<file path="src/common/isa_pkg.sv">
/*
 * instruction set definitions
 */

package isa_pkg;

	//////////////////////////////////////////////////
	// major opcodes, bits 6:0 of every instruction
	//////////////////////////////////////////////////
	typedef enum logic [6:0] {
		opc_op     = 7'b0110011,	// register-register alu
		opc_op_imm = 7'b0010011,	// register-immediate alu
		opc_load   = 7'b0000011,
		opc_store  = 7'b0100011,
		opc_branch = 7'b1100011,	// conditional branch
		opc_jal    = 7'b1101111		// jump and link
	} opcode_e;

	// coarse operation class handed to dispatch
	typedef enum logic [2:0] {
		class_alu     = 3'd0,
		class_load    = 3'd1,
		class_store   = 3'd2,
		class_branch  = 3'd3,
		class_jump    = 3'd4,
		class_unknown = 3'd7	// opcode not recognized
	} op_class_e;

	//////////////////////////////////////////////////
	// two views of one 32-bit instruction word
	//////////////////////////////////////////////////
	typedef struct packed {
		logic [6:0] funct7;
		logic [4:0] rs2;
		logic [4:0] rs1;
		logic [2:0] funct3;
		logic [4:0] rd;
		logic [6:0] opcode;
	} r_format_t;

	// branch view, immediate split around the register fields
	typedef struct packed {
		logic       imm12;		// sign bit
		logic [5:0] imm10_5;
		logic [4:0] rs2;
		logic [4:0] rs1;
		logic [2:0] funct3;
		logic [3:0] imm4_1;
		logic       imm11;
		logic [6:0] opcode;
	} b_format_t;

	typedef union packed {
		r_format_t r;	// classification
		b_format_t b;	// target immediate
	} inst_t;

endpackage
</file>
<file path="src/common/fetch_pkg.sv">
/*
 * fetch side structs
 */

package fetch_pkg;

	import isa_pkg::*;

	//////////////////////////////////////////////////
	// back-pressure from the out of order core
	//////////////////////////////////////////////////
	typedef struct packed {
		logic rs;	// reservation station full
		logic rob;	// reorder buffer full
		logic rat;	// rename free list empty
	} stall_t;

	// registered pair leaving the fetch address stage
	typedef struct packed {
		logic [63:0] pc;		// aligned address of the word
		inst_t       inst1;		// word bits 63:32
		inst_t       inst2;		// word bits 31:0
		logic        valid1;
		logic        valid2;
	} fetch_pair_t;

	//////////////////////////////////////////////////
	// data side access to the shared memory
	//////////////////////////////////////////////////
	typedef struct packed {
		logic        valid;	// data side owns the array this cycle
		logic        write;	// 1 write, 0 read
		logic [63:0] addr;	// byte address, bits 2:0 ignored
		logic [63:0] wdata;
	} data_req_t;

	// predecode result for one slot
	typedef struct packed {
		logic        valid;
		logic [63:0] pc;
		op_class_e   op_class;
		logic [63:0] target;	// static target or pc + 4
	} slot_info_t;

	typedef struct packed {
		slot_info_t slot1;	// older instruction
		slot_info_t slot2;
	} pair_info_t;

endpackage

</file>
<file path="src/hw/fetch/fetch_pc.sv">
/*
 * fetch address register
 */

`timescale 1ns/1ns

module fetch_pc
	import fetch_pkg::*;
(
	input  logic        clock,
	input  logic        reset,
	input  stall_t      stalls,			// core back-pressure
	input  logic        hazard_stall,	// data side holds the memory
	input  logic        fetch_enable,
	input  logic        branch_taken,	// resolved taken branch from a functional unit
	input  logic [63:0] branch_target,
	input  logic [63:0] fetch_data,		// word read at fetch_addr
	input  logic        fetch_valid,
	output logic [63:0] fetch_addr,		// always 8-byte aligned
	output fetch_pair_t fetch_pair
);

	logic [63:0] pc_reg;		// address being fetched
	logic [63:0] next_pc;
	logic        hold;			// any reason to not advance
	logic        next_valid;	// both slots share one valid decision

	assign fetch_addr = {pc_reg[63:3], 3'b000};

	assign hold = stalls.rs || stalls.rob || stalls.rat
		|| hazard_stall
		|| !fetch_enable
		|| !fetch_valid;

	//////////////////////////////////////////////////
	// next address, taken branch beats every stall
	//////////////////////////////////////////////////
	always_comb
	begin
		if (branch_taken)
		begin
			next_pc    = branch_target;	// redirect, never lost to a stall
			next_valid = 1'b0;			// squash the word read this cycle
		end
		else if (hold)
		begin
			next_pc    = pc_reg;
			next_valid = 1'b0;
		end
		else
		begin
			next_pc    = pc_reg + 64'd8;	// two instructions per word
			next_valid = 1'b1;
		end
	end

	// payload follows the address, the valids say whether it counts
	always_ff @(posedge clock)
	begin
		fetch_pair.pc    <= fetch_addr;
		fetch_pair.inst1 <= fetch_data[63:32];	// lower address goes first
		fetch_pair.inst2 <= fetch_data[31:0];
		if (reset)
		begin
			pc_reg            <= '0;
			fetch_pair.valid1 <= 1'b0;
			fetch_pair.valid2 <= 1'b0;
		end
		else
		begin
			pc_reg            <= next_pc;
			fetch_pair.valid1 <= next_valid;
			fetch_pair.valid2 <= next_valid;
		end
	end

endmodule

</file>
<file path="config.mk">
export PLATFORM = sky130hd
export DESIGN_NAME = fetch_pc
export DESIGN_NICKNAME = d
export VERILOG_FILES = /design/src/common/isa_pkg.sv /design/src/common/fetch_pkg.sv /design/src/hw/fetch/fetch_pc.sv
export SDC_FILE = /design/constraint.sdc
export NUM_CORES = 1
export LEC_CHECK = 0
export BUFFER_PORTS_ARGS = -buffer_cell sky130_fd_sc_hd__buf_4
export CORE_AREA = 4 4 127 129
export CTS_CLUSTER_DIAMETER = 40
export DETAILED_ROUTE_END_ITERATION = 10
export DIE_AREA = 0 0 131 133
export PLACE_DENSITY = 0.75
export SLEW_MARGIN = 20
export SYNTH_ARGS = -nofsm -noshare
export SYNTH_HDL_FRONTEND = slang
export SYNTH_SLANG_ARGS = --single-unit
</file>
<file path="constraint.sdc">
create_clock -name clock -period 4.82 [get_ports clock]
set_input_delay 0.241 -clock clock [delete_from_list [all_inputs] [get_ports clock]]
set_output_delay 0.241 -clock clock [all_outputs]
set_load 0.01 [all_outputs]
</file>
-- After elaboration in Yosys (flattened, before gate mapping)
Index checks and enable logic that the tools add are counted.
- flip-flop bits (word level): 190
- muxes and demuxes: 3
- add/subtract/negate cells: 1
- reduce and logical (&&, ||, !) cells: 8
- equal/unequal tests: 1
- operator list (kind ; number):
    two-way mux 64 bit ; 2
    adder 64 x 4 -> 64 bit, second input constant ; 1
    logical OR 1 bit ; 5
    logical NOT 1 bit ; 2
    != test 2 bit, second input constant ; 1
    OR reduction 2 bit ; 1
    two-way mux 1 bit ; 1

-- Depth between registers and ports, before layout
- depth after elaboration: 7
- mapped depth: 7
- depth with buffers taken out: 6

-- Least setup slack after synthesis
OpenSTA, ideal clock, no wires.
- path type: register to register
- from: register pc_reg[5]
- to: register pc_reg[50]
- path slack: 2.529 ns
- arrival time: 2.200 ns
- setup time: 0.091 ns
- path buffers: 1
- stages on the path, launching flop included: 7
- data required time: 4.729 ns
- cells stage by stage: dfxtp_1 and3_1 nand4_4 or4_1 buf_2 or4_1 a311oi_1
- cells in the longest elaborated chain, start to end: 3
- RTL lines (item ; RTL line ; RTL):
    from (decl) ; fetch_pc.sv:23 ; logic [63:0] pc_reg;
    from (signal assigned) ; fetch_pc.sv:71 ; pc_reg <= next_pc;
    adder 64 x 4 -> 64 bit ; fetch_pc.sv:52 ; next_pc = pc_reg + 64'd8;
    two-way mux 64 bit ; fetch_pc.sv:45 ; else if (hold)
    two-way mux 64 bit ; fetch_pc.sv:40 ; if (branch_taken)
Every way passes these cells. The select of a mux whose other input is x is not followed.
A chain may end at the register's enable or synchronous reset.

-- Worst setup path in the final report
- from: register pc_reg[17]
- to: register pc_reg[55]
The elaborated chain is that of the path after synthesis.

==> impl_metrics.yaml <==
critical_path:
  critical_path.slowest_cell: "nand4bb_1"
  path_max_fanout: 17
  regToRegStartpoint: "pc_reg[17]"
  cp_data_required_time_ns: 5.16
  cp.arrival_ns: 3.38
  worstPathCellList: "and4_1 -> nand4_1 -> nand4bb_1 -> or4_1 -> a311oi_1"
  crit_start: "pc_reg[17]"
  critical-path-max-stage-delay_ns: 0.83
  critPathCaptureType: "register"
  critPathKind: "reg2reg"
  start_kind: "register"
yosys:
  yosys-top-cells-count: "dfxtp_1, nor2_1, nand2_1"
  yosysMostFrequentCell: "dfxtp_1"
  synthArstFlopShare_pct: 0
  synth_cells: 599
  syn_area_um2: 6290
  ys_top_cells_by_area: "dfxtp_1, a211oi_1, nor2_1"
  ys_ff_latch: 187
  synth-main-ff-cell: "dfxtp_1"
  synth.distinct_cells: 51
  yosysTopAreaCellShare_pct: 59.5
  synth_top_area_cell: "dfxtp_1"
  ys_seq_area_share_pct: 59.5
  synth_area_per_cell_um2: 10.5
  synth_edf_count: 0
  yosys_warnings: 0
pwr:
  comb_power_share_pct: 12.2
  clkPwrFrac_pct: 39.8
  powerDensity_nw_per_um2: 358
  worst_ir_drop_vdd_mv: 0.343
  p_int_w: 0.00265
  swShare_pct: 26.2
  leakage_nw: 4.27
  power_switching_w: 0.000941
  power_frac_seq_pct: 48.0
cts:
  clockBufferDepth: 2
  cts.sinks: 187
  cts_max_level: 4
  path_clk_slew_ns: 0.07
  ctsResizeCount: 0
  cts_root_buf: "clkbuf_16"
  numCtsBuffers: 17
  cts_tree: "yes"
  clock_latency_ns: 0.43
floorplan:
  io_pins: 331
  dieArea_um2: 17400
  die-width_um: 131
  die_h_um: 133
  initial_utilization_pct: 41.9
  core-area_um2: 15000
  rows: 45
worst_hold_path:
  hp-class: "in2reg"
  hp-start: "branch_target[56]"
grt:
  grt_pass1_vias: 5943
  grt.overflow.total: 0
  track_usage_pct: 25.5
  grt_first_pass_wirelength_um: 34000
  antenna_found_initial: 0
  grt_max_degree: 60
final_layout:
  fin_area_um2: 10100
  nets: 1112
  syn_to_final_growth_pct: 59.8
  layout.cells.non_filler: 1175
  drive_above_1_share_pct: 36.9
  largest_reg_flops: 126
  num-fill-cells: 1115
  diodes: 0
sta:
  worstMarginPinSlew_ns: 0.847
  hold_viol_final: 0
  max_freq_mhz: 330
  setup_viol: 0
  maxSlewViolCount: 0
  fin_skew_ns: 0.0100
  setup_tns_ns: 0
  worst_slack_ns: 1.79
  rsz0062_at_grt: "no"
  hold_ws_ns: 0.0619
  slew_headroom_pct: 43.0
  layout_min_cycle_time_ns: 3.03
  final.period_utilization_pct: 62.9
placed_design:
  placed_area_um2: 8800
  post-place-ws_ns: 1.82
  dpl.hpwl_um: 16000
  globalplace.congestion: 0.830
  port_buffers: 321
  place_inst: 1079
drt:
  drc: 0
  drt_iter0_markers: 266
  routed_wl_um: 23500
  antenna_left: 0
  via_per_inst: 5.26
  wl_per_cell_um: 20.0
  first_pass_iters: 4
  vias: 6176
outcome:
  status: "complete, no violations"
job:
  drv_cap: 0
==> final cells by class <==
| class | count | area, um2 | area share, % |
|---|---|---|---|
| Clock buffer | 18 | 439 | 4.37 |
| Inverter | 8 | 31.3 | 0.311 |
| Timing Repair Buffer | 386 | 3060 | 30.4 |
| Sequential cell | 187 | 3740 | 37.2 |
| Multi-Input combinational cell | 374 | 2380 | 23.6 |
| Clock inverter | 14 | 170 | 1.69 |
| Tap cell | 188 | 235 | 2.34 |
==> cell families after synthesis <==
logic type	count (synthesis)	share of synthesized area, %
simple gates	241	21.6
flops	187	59.5
compound gates	97	11.6
buf+inv	43	3.02
xor+xnor	29	4.04
fa+ha+maj	1	0.199
other cells	1	0.0596
==> layer usage <==
metal	wire [um]	GRT usage [%]	vias to the layer above
met4	739	9.54	0
met5	0	0	-
met3	1890	7.63	43
li1	-	-	2955
met1	9140	29.3	2914
met2	11800	44.0	264
==> per-stage QoR <==
step           utilization [%]  total power (W)
2_1_floorplan                -          0.00187
3_3_place_gp              58.6          0.00214
3_5_place_dp              58.6          0.00215
4_1_cts                   66.9          0.00361
5_1_grt                   66.9          0.00372
6_report                  66.9          0.00360
==> cell usage in the layout, fill, tap and decap left out, drive strengths merged, types with 18 or more instances in the layout <==
master,instances
nor2,57
a211oi,30
a311oi,21
nand3,20
dfxtp,187
clkbuf,18
or4,18
dlygate4sd3,64
nand2,36
buf,322
nand4,26
==> power by group through the flow <==
stage,registers [W],clock network (W),logic (W)
floorplan,0.00178,0,0.0000880
global placement,0.00175,0,0.000386
detailed placement,0.00176,0,0.000389
CTS,0.00172,0.00145,0.000436
global route,0.00174,0.00152,0.000467
finish,0.00172,0.00143,0.000440
==> critical path, delay by kind of cell, from the launching register on <==
kind | cells | cell delay, ns
AOI/OAI and AO/OA | 1 | 0.24
DFF | 1 | 0.47
and+or+nand+nor | 4 | 2.23
==> path summary, 6_finish.rpt <==
kind / to / slack, ns / depth (start not counted)
setup reg to reg: pc_reg[55] / 1.79 / 5
hold reg to reg: fetch_pair[129] / 0.39 / 0
hold / removal: pc_reg[56] / 0.06 / 2
setup / recovery: pc_reg[55] / 1.79 / 5
==> timing repair <==
item                      in CTS  in global routing
hold endpoints to repair      64                  0
setup buffers                  0                  0
hold buffers                  64                  0
No activity file was read; power rests on OpenSTA's default activity.
