==> config.mk <==
export PLATFORM = sky130hd
export DESIGN_NAME = predecode
export DESIGN_NICKNAME = d
export VERILOG_FILES = /design/src/common/isa_pkg.sv /design/src/common/fetch_pkg.sv /design/src/hw/fetch/predecode.sv
export SDC_FILE = /design/constraint.sdc
export NUM_CORES = 1
export LEC_CHECK = 0
export BUFFER_PORTS_ARGS = -buffer_cell sky130_fd_sc_hd__buf_2
export CORE_MARGIN = 3
export CORE_UTILIZATION = 48
export DETAILED_ROUTE_END_ITERATION = 8
export PLACE_DENSITY = 0.8
export SLEW_MARGIN = 20
export SYNTH_ARGS = -nofsm -noshare
export SYNTH_HDL_FRONTEND = slang
export SYNTH_SLANG_ARGS = --single-unit
==> constraint.sdc <==
create_clock -name vclk -period 9.73
set_clock_uncertainty 0.05 [all_clocks]
set_input_delay 0 -clock vclk [all_inputs]
set_output_delay 0 -clock vclk [all_outputs]
set_load 0.05 [all_outputs]
==> src/common/isa_pkg.sv <==
/*
 * instruction set definitions
 */

package isa_pkg;

	//////////////////////////////////////////////////
	// major opcodes, bits 6:0 of every instruction
	//////////////////////////////////////////////////
	typedef enum logic [6:0] {
		opc_op     = 7'b0110011,	// register-register alu
		opc_op_imm = 7'b0010011,	// register-immediate alu
		opc_load   = 7'b0000011,
		opc_store  = 7'b0100011,
		opc_branch = 7'b1100011,	// conditional branch
		opc_jal    = 7'b1101111		// jump and link
	} opcode_e;

	// coarse operation class handed to dispatch
	typedef enum logic [2:0] {
		class_alu     = 3'd0,
		class_load    = 3'd1,
		class_store   = 3'd2,
		class_branch  = 3'd3,
		class_jump    = 3'd4,
		class_unknown = 3'd7	// opcode not recognized
	} op_class_e;

	//////////////////////////////////////////////////
	// two views of one 32-bit instruction word
	//////////////////////////////////////////////////
	typedef struct packed {
		logic [6:0] funct7;
		logic [4:0] rs2;
		logic [4:0] rs1;
		logic [2:0] funct3;
		logic [4:0] rd;
		logic [6:0] opcode;
	} r_format_t;

	// branch view, immediate split around the register fields
	typedef struct packed {
		logic       imm12;		// sign bit
		logic [5:0] imm10_5;
		logic [4:0] rs2;
		logic [4:0] rs1;
		logic [2:0] funct3;
		logic [3:0] imm4_1;
		logic       imm11;
		logic [6:0] opcode;
	} b_format_t;

	typedef union packed {
		r_format_t r;	// classification
		b_format_t b;	// target immediate
	} inst_t;

endpackage
==> src/common/fetch_pkg.sv <==
/*
 * fetch side structs
 */

package fetch_pkg;

	import isa_pkg::*;

	//////////////////////////////////////////////////
	// back-pressure from the out of order core
	//////////////////////////////////////////////////
	typedef struct packed {
		logic rs;	// reservation station full
		logic rob;	// reorder buffer full
		logic rat;	// rename free list empty
	} stall_t;

	// registered pair leaving the fetch address stage
	typedef struct packed {
		logic [63:0] pc;		// aligned address of the word
		inst_t       inst1;		// word bits 63:32
		inst_t       inst2;		// word bits 31:0
		logic        valid1;
		logic        valid2;
	} fetch_pair_t;

	//////////////////////////////////////////////////
	// data side access to the shared memory
	//////////////////////////////////////////////////
	typedef struct packed {
		logic        valid;	// data side owns the array this cycle
		logic        write;	// 1 write, 0 read
		logic [63:0] addr;	// byte address, bits 2:0 ignored
		logic [63:0] wdata;
	} data_req_t;

	// predecode result for one slot
	typedef struct packed {
		logic        valid;
		logic [63:0] pc;
		op_class_e   op_class;
		logic [63:0] target;	// static target or pc + 4
	} slot_info_t;

	typedef struct packed {
		slot_info_t slot1;	// older instruction
		slot_info_t slot2;
	} pair_info_t;

endpackage

==> src/hw/fetch/predecode.sv <==
/*
 * slot predecode
 */

`timescale 1ns/1ns

module predecode
	import isa_pkg::*;
	import fetch_pkg::*;
(
	input  logic        valid,
	input  logic [63:0] pc,		// address of this instruction
	input  inst_t       inst,
	output slot_info_t  info
);

	op_class_e   op_class;
	logic [63:0] b_imm;		// conditional branch offset
	logic [63:0] j_imm;		// jal offset
	logic [63:0] target;

	//////////////////////////////////////////////////
	// immediates, both from the branch view
	//////////////////////////////////////////////////

	// b-type: imm[12|10:5] ... imm[4:1|11]
	assign b_imm = {{51{inst.b.imm12}}, inst.b.imm12, inst.b.imm11,
		inst.b.imm10_5, inst.b.imm4_1, 1'b0};

	// j-type packs imm[19:12] where rs1/funct3 sit, imm[11] at rs2 bit 0
	assign j_imm = {{43{inst.b.imm12}}, inst.b.imm12, inst.b.rs1, inst.b.funct3,
		inst.b.rs2[0], inst.b.imm10_5, inst.b.rs2[4:1], 1'b0};

	// class from the register view opcode
	always_comb
	begin
		case (inst.r.opcode)
			opc_op,
			opc_op_imm: op_class = class_alu;
			opc_load:   op_class = class_load;
			opc_store:  op_class = class_store;
			opc_branch: op_class = class_branch;
			opc_jal:    op_class = class_jump;
			default:    op_class = class_unknown;
		endcase
	end

	always_comb
	begin
		case (op_class)
			class_branch: target = pc + b_imm;	// static taken target
			class_jump:   target = pc + j_imm;
			default:      target = pc + 64'd4;	// fall through
		endcase
	end

	assign info.valid    = valid;
	assign info.pc       = pc;
	assign info.op_class = op_class;
	assign info.target   = target;

endmodule

# --- Word-level counts from Yosys, hierarchy flattened ---
# Index checks and enable logic that the tools add are counted.
op_classes:
  muxes: 2
  reduce_logical: 1
  eq_ne: 8
  n_addsub: 3
ops:
  columns: ["cell", "count"]
  rows:
  - ["$add 64x64->64", 2]
  - ["$pmux 64 s2", 1]
  - ["$add 64x3->64 const B", 1]
  - ["$pmux 3 s5", 1]
  - ["$eq 7x6->1 const B", 2]
  - ["$eq 7x7->1 const B", 2]
  - ["$eq 7x2->1 const B", 1]
  - ["$eq 7x5->1 const B", 1]
  - ["$eq 3x2->1 const B", 1]
  - ["$eq 3x3->1 const B", 1]
  - ["$reduce_or 2->1", 1]
word_totals:
  output_inout_bits: 132
  register_bits: 0
  word_cells: 14
  inputBits: 97

# --- Longest topological paths before layout ---
# Gate-level depths: netlist of run 1.
depth:
  word_depth: 5
  depth_mapped: 19
  ltp_nobuf: 17

# --- Worst setup path after synthesis of run 1 ---
# Ideal clock, no wire load.
synth_path:
  path_kind: "input to output"
  start: "input inst[5] in the netlist's numbering"
  end: "output info[59] in the netlist's numbering"
  arrival_ns: 4.927
  n_path_buf: 1
  required_time_ns: 9.680
  setup_slack_ns: 4.753
  stages: 17
  path_cell_list: "nor2b_1 -> and3_1 -> nor2b_1 -> clkbuf_1 -> mux2_2 -> fa_1 -> a211o_1 -> a21oi_2 -> a22oi_1 -> a31o_2 -> or2_2 -> a31oi_1 -> o21ai_1 -> a31oi_2 -> o21ai_1 -> xnor2_1 -> o21ai_0"
synth_rtl:
  columns: ["element", "line_no", "source"]
  rows:
  - ["from (decl)", "predecode.sv:13", "input inst_t inst,"]
  - ["to (decl)", "predecode.sv:14", "output slot_info_t info"]

==> results.py, run 1 <==
metrics = {
    "timing": {
        "fin_ws_ns": 4.989,
        "tns_ns": 0,
        "min_period_over_period_pct": 48.73,
        "hold_violations": 0,
        "post-route-min-period_ns": 4.741,
        "setup_violations": 0,
        "worst_slew_pin_slew_ns": 1.155,
        "maxSlewHeadroom_pct": 22.30,
        "max_freq_mhz": 210.9,
        "rsz0062_at_grt": "no",
        "slew_violations": 0,
    },
    "flow_run": {
        "maxCapViolCount": 0,
    },
    "synth": {
        "synth_top_cells_by_area": "ha_1 (13%), xnor2_1 (11%), buf_4 (8.5%), nand2_1 (7.9%), a21o_1 (6.6%)",
        "yosys.area.top_type": "ha_1",
        "synth.top_cell.area_share_pct": 13.01,
        "syn_avg_cell_area_um2": 6.517,
        "ys_top_cells_by_count": "nand2_1 (128), a21oi_1 (79), o21ai_0 (75)",
        "syn-num-nets": 1091,
        "syn-instance-count": 930,
        "ys_types": 64,
        "ys_warn_count": 0,
        "syn_area_um2": 6061,
        "ys_seq_area_share_pct": 0,
        "yosysMostFrequentCell": "nand2_1",
    },
    "critical_path": {
        "cp_slowest_cell": "fa_1",
        "cp_cell_sequence": "buf_2 -> nor2b_1 -> and3_1 -> nor2b_1 -> buf_4 -> mux2_2 -> ha_1 -> fa_1 -> a211o_1 -> a21oi_2 -> a22oi_1 -> a31o_2 -> or2_2 -> a31oi_1 -> o21ai_1 -> a31oi_2 -> o21ai_1 -> xnor2_1 -> o21ai_0 -> buf_2",
        "cp_max_fo": 14,
        "max_stage_delay_ns": 0.43,
        "path_buf_inv": 3,
        "arrival_ns": 4.69,
        "crit_type": "input pin to output port",
        "cp_top_family": "compound AO/OA/AOI/OAI gates",
        "worst_setup_path_start_kind": "input pin",
        "worstPathRequired_ns": 9.68,
        "endpoint_kind": "output port",
    },
    "layout": {
        "fill_cells": 1267,
        "stdcell_area_um2": 6809,
        "final_util_pct": 55.99,
        "multi_input_area_um2": 5340,
        "drive_above_1_share_pct": 23.94,
        "seq_area_um2": 0,
        "syn_to_final_growth_pct": 12.35,
        "clock_buffers": 0,
        "layout.nets": 1220,
        "design.seq.count": 0,
    },
    "global_route": {
        "grt_busiest_layer": "met2",
        "antenna_found_initial": 2,
        "met3_usage_pct": 2.536,
        "grt.met1_usage_pct": 35.33,
        "grt_max_degree": 50,
        "grt_pass1_wl_um": 31460,
        "overflow": 0,
        "use_met2_pct": 43.09,
        "first_global_vias": 6426,
        "groute.usage.overall_pct": 25.79,
    },
    "route": {
        "first_iter_violations": 551,
        "drt-pass1-iter-count": 5,
        "via_per_inst": 5.846,
        "drtAntennaViolNets": 0,
        "vias": 7173,
        "avgRoutedWirePerCell_um": 15.91,
        "wirelength_um": 19530,
        "remaining_drc_errors": 0,
    },
    "placement": {
        "port_buffers": 224,
        "dp_hpwl_um": 16130,
        "placed_area_um2": 6784,
        "gp_congestion": 1.020,
        "place_ws_ns": 5.039,
    },
    "clock_network": {
        "post_cts_resized": 0,
    },
    "power": {
        "vdd_drop_max_mv": 0.03616,
        "leakage_nw": 3.318,
        "power_density_nw_per_um2": 71.46,
    },
    "floorplan": {
        "die_w_um": 118.4,
        "rows": 40,
        "die_y_um": 118.4,
        "initial_utilization_pct": 49.84,
        "core-area_um2": 12160,
        "ioPinCount": 229,
        "fp.dieArea_um2": 14010,
    },
    "run_status": {
        "status": "completed",
    },
    "min_path": {
        "holdCritPathClass": "input pin to output port",
    },
}
power breakdown:
group / switching, mW / total, mW / internal [mW]
clock: 0 / 0.0000000275 / 0.0000000275
combinational: 0.325 / 0.487 / 0.161
sequential: 0 / 0 / 0
total: 0.325 / 0.487 / 0.161
final timing paths:
path,from,to,slack [ns],depth (start not counted)
worst min-delay path,pc[63],info[130],0.28,2
worst max-delay path,inst[4],info[59],4.99,20
cell type report:
type | count | share of cell area, %
repair buffers | 232 | 17.42
inverters | 18 | 0.9923
diodes | 2 | 0.07350
multi-input cells | 807 | 78.43
well taps | 168 | 3.087
layout by cell type (no fill, tap or decap), types with 6 or more instances in the layout:
master,instances
buf_2,224
nand2_1,128
a21oi_1,79
o21ai_0,75
xnor2_1,74
ha_1,63
a21o_1,53
nor2_1,51
xor2_1,45
nand3_1,36
and3_1,26
nand4_1,26
inv_1,18
o21bai_1,14
nor3_1,12
o21ai_1,10
a211oi_1,9
a31oi_1,7
nand2b_1,7
and2_1,6
buf_4,6
cell families (layout without fill, tap and decap cells):
kind of cell	count (synthesis)	after routing	share of synthesized area (%)
AND/OR/NAND/NOR	319	319	25.06
AO/OA/AOI/OAI	299	299	31.34
buffers and inverters	123	250	11.97
XOR/XNOR	119	119	17.20
adder cells (fa/ha/maj)	64	64	13.34
multiplexers	6	6	1.094
other	0	2	0
repair_timing:
item                                   4_1_cts  5_1_grt
setup buffers                                0        0
endpoints found under the hold margin        3        0
hold buffers                                 2        0
layer usage:
layer | vias to the layer above | routed length, µm | share of wire, %
met3 | 43 | 1516 | 7.8
met5 | - | 8 | 0.041
li1 | 3569 | - | -
met2 | 303 | 8767 | 45
met4 | 2 | 647 | 3.3
met1 | 3256 | 8585 | 44
metrics by stage:
| stage | hold slack, ns | power (mW) | std cells |
|---|---|---|---|
| 2_1_floorplan | 0.1171 | 0.3784 | 930 |
| 3_3_place_gp | -0.04963 | 0.4744 | 1223 |
| 3_5_place_dp | -0.04963 | 0.4771 | 1223 |
| 4_1_cts | 0.2799 | 0.4825 | 1225 |
| 5_1_grt | 0.2846 | 0.5267 | 1226 |
| 6_report | 0.2794 | 0.4866 | 1227 |
(Power assumes the default switching activity.)
==> run 2: changes to the inputs <==
PLACE_DENSITY = 0.84   (was 0.8)
clock period = 4.1 ns   (was 9.73 ns; I/O delays follow)
==> run 2 against run 1 <==
First-iteration DRC count increased by 14%. Sequential cell count stayed put. Die area unchanged. Hold slack got worse by 0.0047 ns. Final cell count is 4.3% higher. Global-route usage grew 1.3 points. Count of clock-buffer cells in the layout unchanged. Setup slack worse by 4.8 ns. Sequential share of layout area stayed put. Core utilization rose by 5.7 points. Wire length increased by 6.4%. Critical endpoint is now info[56]. Largest cell class unchanged. Highest routed layer is now met4.
==> results.py, run 2 (synthesized netlist as in run 1, its figures left out) <==
metrics = {
    "run_status": {
        "status": "completed",
    },
    "timing": {
        "post-route-min-period_ns": 3.939,
        "min_period_over_period_pct": 96.07,
        "fin_ws_ns": 0.1611,
        "maxSlewHeadroom_pct": 31.23,
        "worst_slew_pin_slew_ns": 1.022,
        "hold_violations": 0,
        "max_freq_mhz": 253.9,
        "slew_violations": 0,
        "hold_ws_ns": 0.2747,
        "setup_violations": 0,
    },
    "critical_path": {
        "max_stage_delay_ns": 0.32,
        "arrival_ns": 3.89,
        "worst_setup_path_start_kind": "input pin",
        "worstPathRequired_ns": 4.05,
        "cp_cell_sequence": "buf_2 -> nor2b_2 -> and3_1 -> nor2b_2 -> buf_4 -> buf_4 -> buf_4 -> a21o_1 -> ha_1 -> buf_4 -> a211oi_2 -> o22ai_1 -> or3_1 -> a31o_2 -> a31oi_1 -> buf_4 -> o31a_1 -> o21bai_2 -> buf_4 -> a41oi_2 -> xor2_1 -> a21oi_1 -> buf_4",
        "crit_top_cell": "buf_4",
        "crit_type": "input pin to output port",
        "cp_slowest_cell": "or3_1",
        "cp_max_fo": 8,
        "endpoint_kind": "output port",
    },
    "layout": {
        "layout_common_cells": "buf_2 (211), nand2_1 (128), a21oi_1 (75)",
        "syn_to_final_growth_pct": 23.76,
        "layout.nets": 1274,
        "drive_above_1_share_pct": 31.14,
        "design.seq.count": 0,
        "mostFrequentLayoutCell": "buf_2",
        "stdcell_area_um2": 7501,
        "clock_buffers": 0,
        "seq_area_um2": 0,
        "final_cell_count_no_fill": 1280,
    },
    "power": {
        "p_switching_mw": 0.8269,
        "finalPower_mw": 1.290,
        "p_clk_share_pct": 0,
        "intPower_mw": 0.4634,
        "leakage_nw": 3.650,
        "switching_share_pct": 64.09,
        "vdd_drop_max_mv": 0.08917,
        "p_comb_share_pct": 100.0,
        "power_density_nw_per_um2": 172.0,
        "p_seq_share_pct": 0,
    },
    "placement": {
        "place_ws_ns": 0.006283,
        "placed_area_um2": 7295,
        "port_buffers": 224,
        "dp_hpwl_um": 16900,
        "gp_congestion": 0.9875,
        "place_inst": 1276,
    },
    "floorplan": {
        "rows": 40,
        "fp.dieArea_um2": 14010,
        "initial_utilization_pct": 49.84,
        "die_w_um": 118.4,
        "die_y_um": 118.4,
        "core-area_um2": 12160,
        "ioPinCount": 229,
    },
    "min_path": {
        "holdCritPathClass": "input pin to output port",
        "hold_path_depth": 2,
        "worstHoldStart": "pc[8]",
        "min_to": "info[75]",
    },
    "route": {
        "drtAntennaViolNets": 0,
        "vias": 7487,
        "via_per_inst": 5.849,
        "remaining_drc_errors": 0,
        "wirelength_um": 20770,
        "drt-pass1-iter-count": 6,
        "avgRoutedWirePerCell_um": 16.23,
        "first_iter_violations": 626,
    },
    "flow_run": {
        "maxCapViolCount": 0,
    },
    "global_route": {
        "overflow": 0,
        "grt_max_degree": 47,
        "grt_pass1_wl_um": 32770,
        "first_global_vias": 6699,
        "antenna_found_initial": 1,
        "groute.usage.overall_pct": 27.05,
    },
}
[run 2: cell types whose count changed in the layout (fill, tap and decap cells not counted), sizes merged]
cell,previous run,this run
clkbuf,0,6
diode,2,1
buf,230,278
[run 2: cell type report]
| type | instances | area [µm²] |
|---|---|---|
| Multi-Input combinational cell | 807 | 5589 |
| Fill cell | 1190 | 4661 |
| Timing Repair Buffer | 286 | 1632 |
| Tap cell | 168 | 210.2 |
| Inverter | 18 | 67.56 |
| Antenna cell | 1 | 2.502 |
[run 2: power by group through the flow]
| stage | Combinational (mW) | Sequential (mW) | Clock (mW) |
|---|---|---|---|
| after CTS | 1.24 | 0 | 0 |
| after detailed placement | 1.23 | 0 | 0 |
| after global placement | 1.22 | 0 | 0 |
| final | 1.29 | 0 | 0.0000000327 |
| after global routing | 1.39 | 0 | 0.0000000327 |
| after floorplan | 0.919 | 0 | 0 |
[run 2: per-stage QoR]
step / utilization [%] / TNS, ns
2_1_floorplan: - / -0.06799
3_3_place_gp: 59.98 / 0
3_5_place_dp: 59.98 / 0
4_1_cts: 60.14 / 0
5_1_grt: 61.68 / -0.05103
6_report: 61.68 / 0
[run 2: layer usage]
metal,global-route usage [%],up-vias,routed length (µm)
li1,-,3672,-
met1,37.06,3428,9005
met2,45.77,350,9557
met3,2.967,37,1694
met4,5.720,0,516
met5,0,-,0
[run 2: worst max path at each step]
stage	start	to	depth (start not counted)
floorplan	inst[5]	info[59]	17
global placement	inst[5]	info[57]	19
detailed placement	inst[4]	info[57]	19
CTS	inst[4]	info[57]	19
global route	inst[5]	info[58]	23
finish	inst[5]	info[56]	23
[run 2: what timing repair did]
action,4_1_cts,5_1_grt
hold buffers,2,0
hold endpoints to repair,3,0
resized for setup,0,50
setup buffers,0,1
setup endpoints to repair,0,24
[run 2: worst max-delay path, delay by kind of cell]
family | cells | cell delay (ns)
AO/OA/AOI/OAI | 9 | 1.46
buffers and inverters | 8 | 1.24
AND/OR/NAND/NOR | 4 | 0.79
adder cells (fa/ha/maj) | 1 | 0.20
XOR/XNOR | 1 | 0.19
==> run 3: changes to the inputs <==
ABC_AREA = 1   (was default)
CORE_MARGIN = default   (was 3)
PLACE_DENSITY = 0.78   (was 0.84)
==> run 3 against run 2 <==
Sequential share of layout area unchanged. Final cell count up 77%. Area after synthesis is 46% higher. Synthesized cell count up 100%. Setup slack gained 0.34 ns. Design area increased by 30%. Non-clock buffer count is 55 lower. Combinational power increased by 12%. Fmax increased by 9.4%. Core utilization is 7.5 points lower. Critical path type unchanged. Critical endpoint is now info[20]. Largest cell class unchanged.
==> results.py, run 3 <==
metrics = {
    "global_route": {
        "groute.usage.overall_pct": 42.50,
        "grt_max_degree": 60,
        "first_global_vias": 10450,
        "overflow": 0,
        "antenna_found_initial": 0,
        "grt_pass1_wl_um": 59410,
    },
    "run_status": {
        "status": "completed",
    },
    "layout": {
        "layout_common_cells": "nand2_1 (792), inv_1 (370), buf_2 (224)",
        "clock_buffers": 0,
        "antennaDiodeCount": 0,
        "layout.nets": 2201,
        "design.seq.count": 0,
        "syn_to_final_growth_pct": 10.28,
        "stdcell_area_um2": 9732,
        "seq_area_um2": 0,
        "drive_above_1_share_pct": 12.27,
        "mostFrequentLayoutCell": "nand2_1",
    },
    "synth": {
        "yosysMostFrequentCell": "nand2_1",
        "synth.top_cell.area_share_pct": 33.69,
        "yosys.area.top_type": "nand2_1",
        "ys_top_cells_by_count": "nand2_1 (792), inv_1 (370), nor2_1 (188)",
        "ys_types": 29,
        "synth_top_cells_by_area": "nand2_1 (34%), inv_1 (16%), ha_1 (8.9%), nor2_1 (8.0%), nand3_1 (6.8%)",
        "syn-instance-count": 1888,
        "ys_warn_count": 0,
        "syn_avg_cell_area_um2": 4.674,
        "ys_seq_area_share_pct": 0,
        "syn-num-nets": 2049,
        "syn_area_um2": 8825,
    },
    "timing": {
        "post-route-min-period_ns": 3.602,
        "max_freq_mhz": 277.6,
        "tns_ns": 0,
        "fin_ws_ns": 0.4981,
        "rsz0062_at_grt": "no",
        "min_period_over_period_pct": 87.85,
        "hold_violations": 0,
        "slew_violations": 0,
        "setup_violations": 0,
        "maxSlewHeadroom_pct": 33.44,
        "worst_slew_pin_slew_ns": 0.9969,
    },
    "power": {
        "power_density_nw_per_um2": 147.7,
        "leakage_nw": 6.138,
        "vdd_drop_max_mv": 0.08562,
        "finalPower_mw": 1.437,
    },
    "min_path": {
        "holdCritPathClass": "input pin to output port",
        "hold_path_depth": 2,
    },
    "route": {
        "via_per_inst": 5.381,
        "vias": 12200,
        "remaining_drc_errors": 0,
        "drtAntennaViolNets": 0,
        "first_iter_violations": 1179,
        "avgRoutedWirePerCell_um": 18.01,
        "wirelength_um": 40830,
        "drt-pass1-iter-count": 6,
    },
    "placement": {
        "dp_hpwl_um": 35130,
        "gp_congestion": 1.030,
        "placed_area_um2": 9712,
        "port_buffers": 224,
        "place_ws_ns": 0.6459,
    },
    "clock_network": {
        "postCtsSetupBuffers": 0,
    },
    "critical_path": {
        "path_buf_inv": 6,
        "cp.depth": 19,
        "crit_type": "input pin to output port",
        "cp_top_family": "simple AND/OR/NAND/NOR gates",
        "worstPathRequired_ns": 4.05,
        "crit_top_cell": "inv_1",
        "cp_slowest_cell": "ha_1",
        "cp_max_fo": 14,
        "endpoint_kind": "output port",
        "arrival_ns": 3.55,
        "cp_cell_sequence": "buf_2 -> inv_1 -> nor2_1 -> nand2_1 -> nor4_4 -> inv_1 -> o21ai_0 -> inv_1 -> ha_1 -> nand2_1 -> nor2_1 -> nand2_1 -> inv_1 -> nand4_1 -> nand3_1 -> or2_2 -> nand3_1 -> o21ai_0 -> buf_2",
        "worst_setup_path_start_kind": "input pin",
        "max_stage_delay_ns": 0.37,
    },
    "floorplan": {
        "fp.dieArea_um2": 18930,
        "core-area_um2": 17960,
        "die_w_um": 137.6,
        "initial_utilization_pct": 49.13,
        "rows": 49,
        "die_y_um": 137.6,
        "ioPinCount": 229,
    },
    "flow_run": {
        "maxCapViolCount": 0,
    },
}
## run 3: changes by cell type in the layout (fill, tap and decap cells not counted), moves of 53 or more
cell | previous run | this run
nand2_1 | 128 | 792
inv_1 | 18 | 370
nor2_1 | 50 | 188
nand3_1 | 36 | 120
buf_4 | 65 | 4
a21o_1 | 53 | 0
## run 3: what timing repair did
item / in CTS / in global routing
gates resized for setup: 0 / 0
hold endpoints to repair: 3 / 0
hold buffers: 2 / 0
## run 3: power breakdown
part           internal (mW)  switching [mW]
logic                  0.381            1.06
registers                  0               0
clock network              0               0
total                  0.381            1.06
## run 3: final timing paths
path / start / to / slack [ns]
hold / removal: pc[1] / info[68] / 0.27
setup / recovery: inst[5] / info[20] / 0.50
## run 3: cell type report
type,instances,area (µm²)
multi-input cells,1436,6862
repair buffers,231,1191
fillers,2101,8232
well taps,229,286.5
inverters,371,1393
## run 3: kinds of logic after synthesis
group                    share of synthesized area (%)
AO/OA/AOI/OAI                                    5.813
XOR/XNOR                                         7.047
adder cells (fa/ha/maj)                          9.159
buffers and inverters                            22.33
AND/OR/NAND/NOR                                  55.65
## run 3: through the flow
step | hold slack (ns) | util, % | instances
final | 0.2677 | 54.18 | 2267
after CTS | 0.2713 | 54.18 | 2267
after global routing | 0.2761 | 54.18 | 2267
after global placement | -0.04941 | 54.06 | 2265
after detailed placement | -0.04941 | 54.06 | 2265
after floorplan | 0.1171 | - | 1888
## run 3: routing by layer
layer	track usage, %	part of all wire (%)
met1	63.59	45
met3	6.623	12
met4	9.951	2.8
met5	0	0
met2	62.17	40
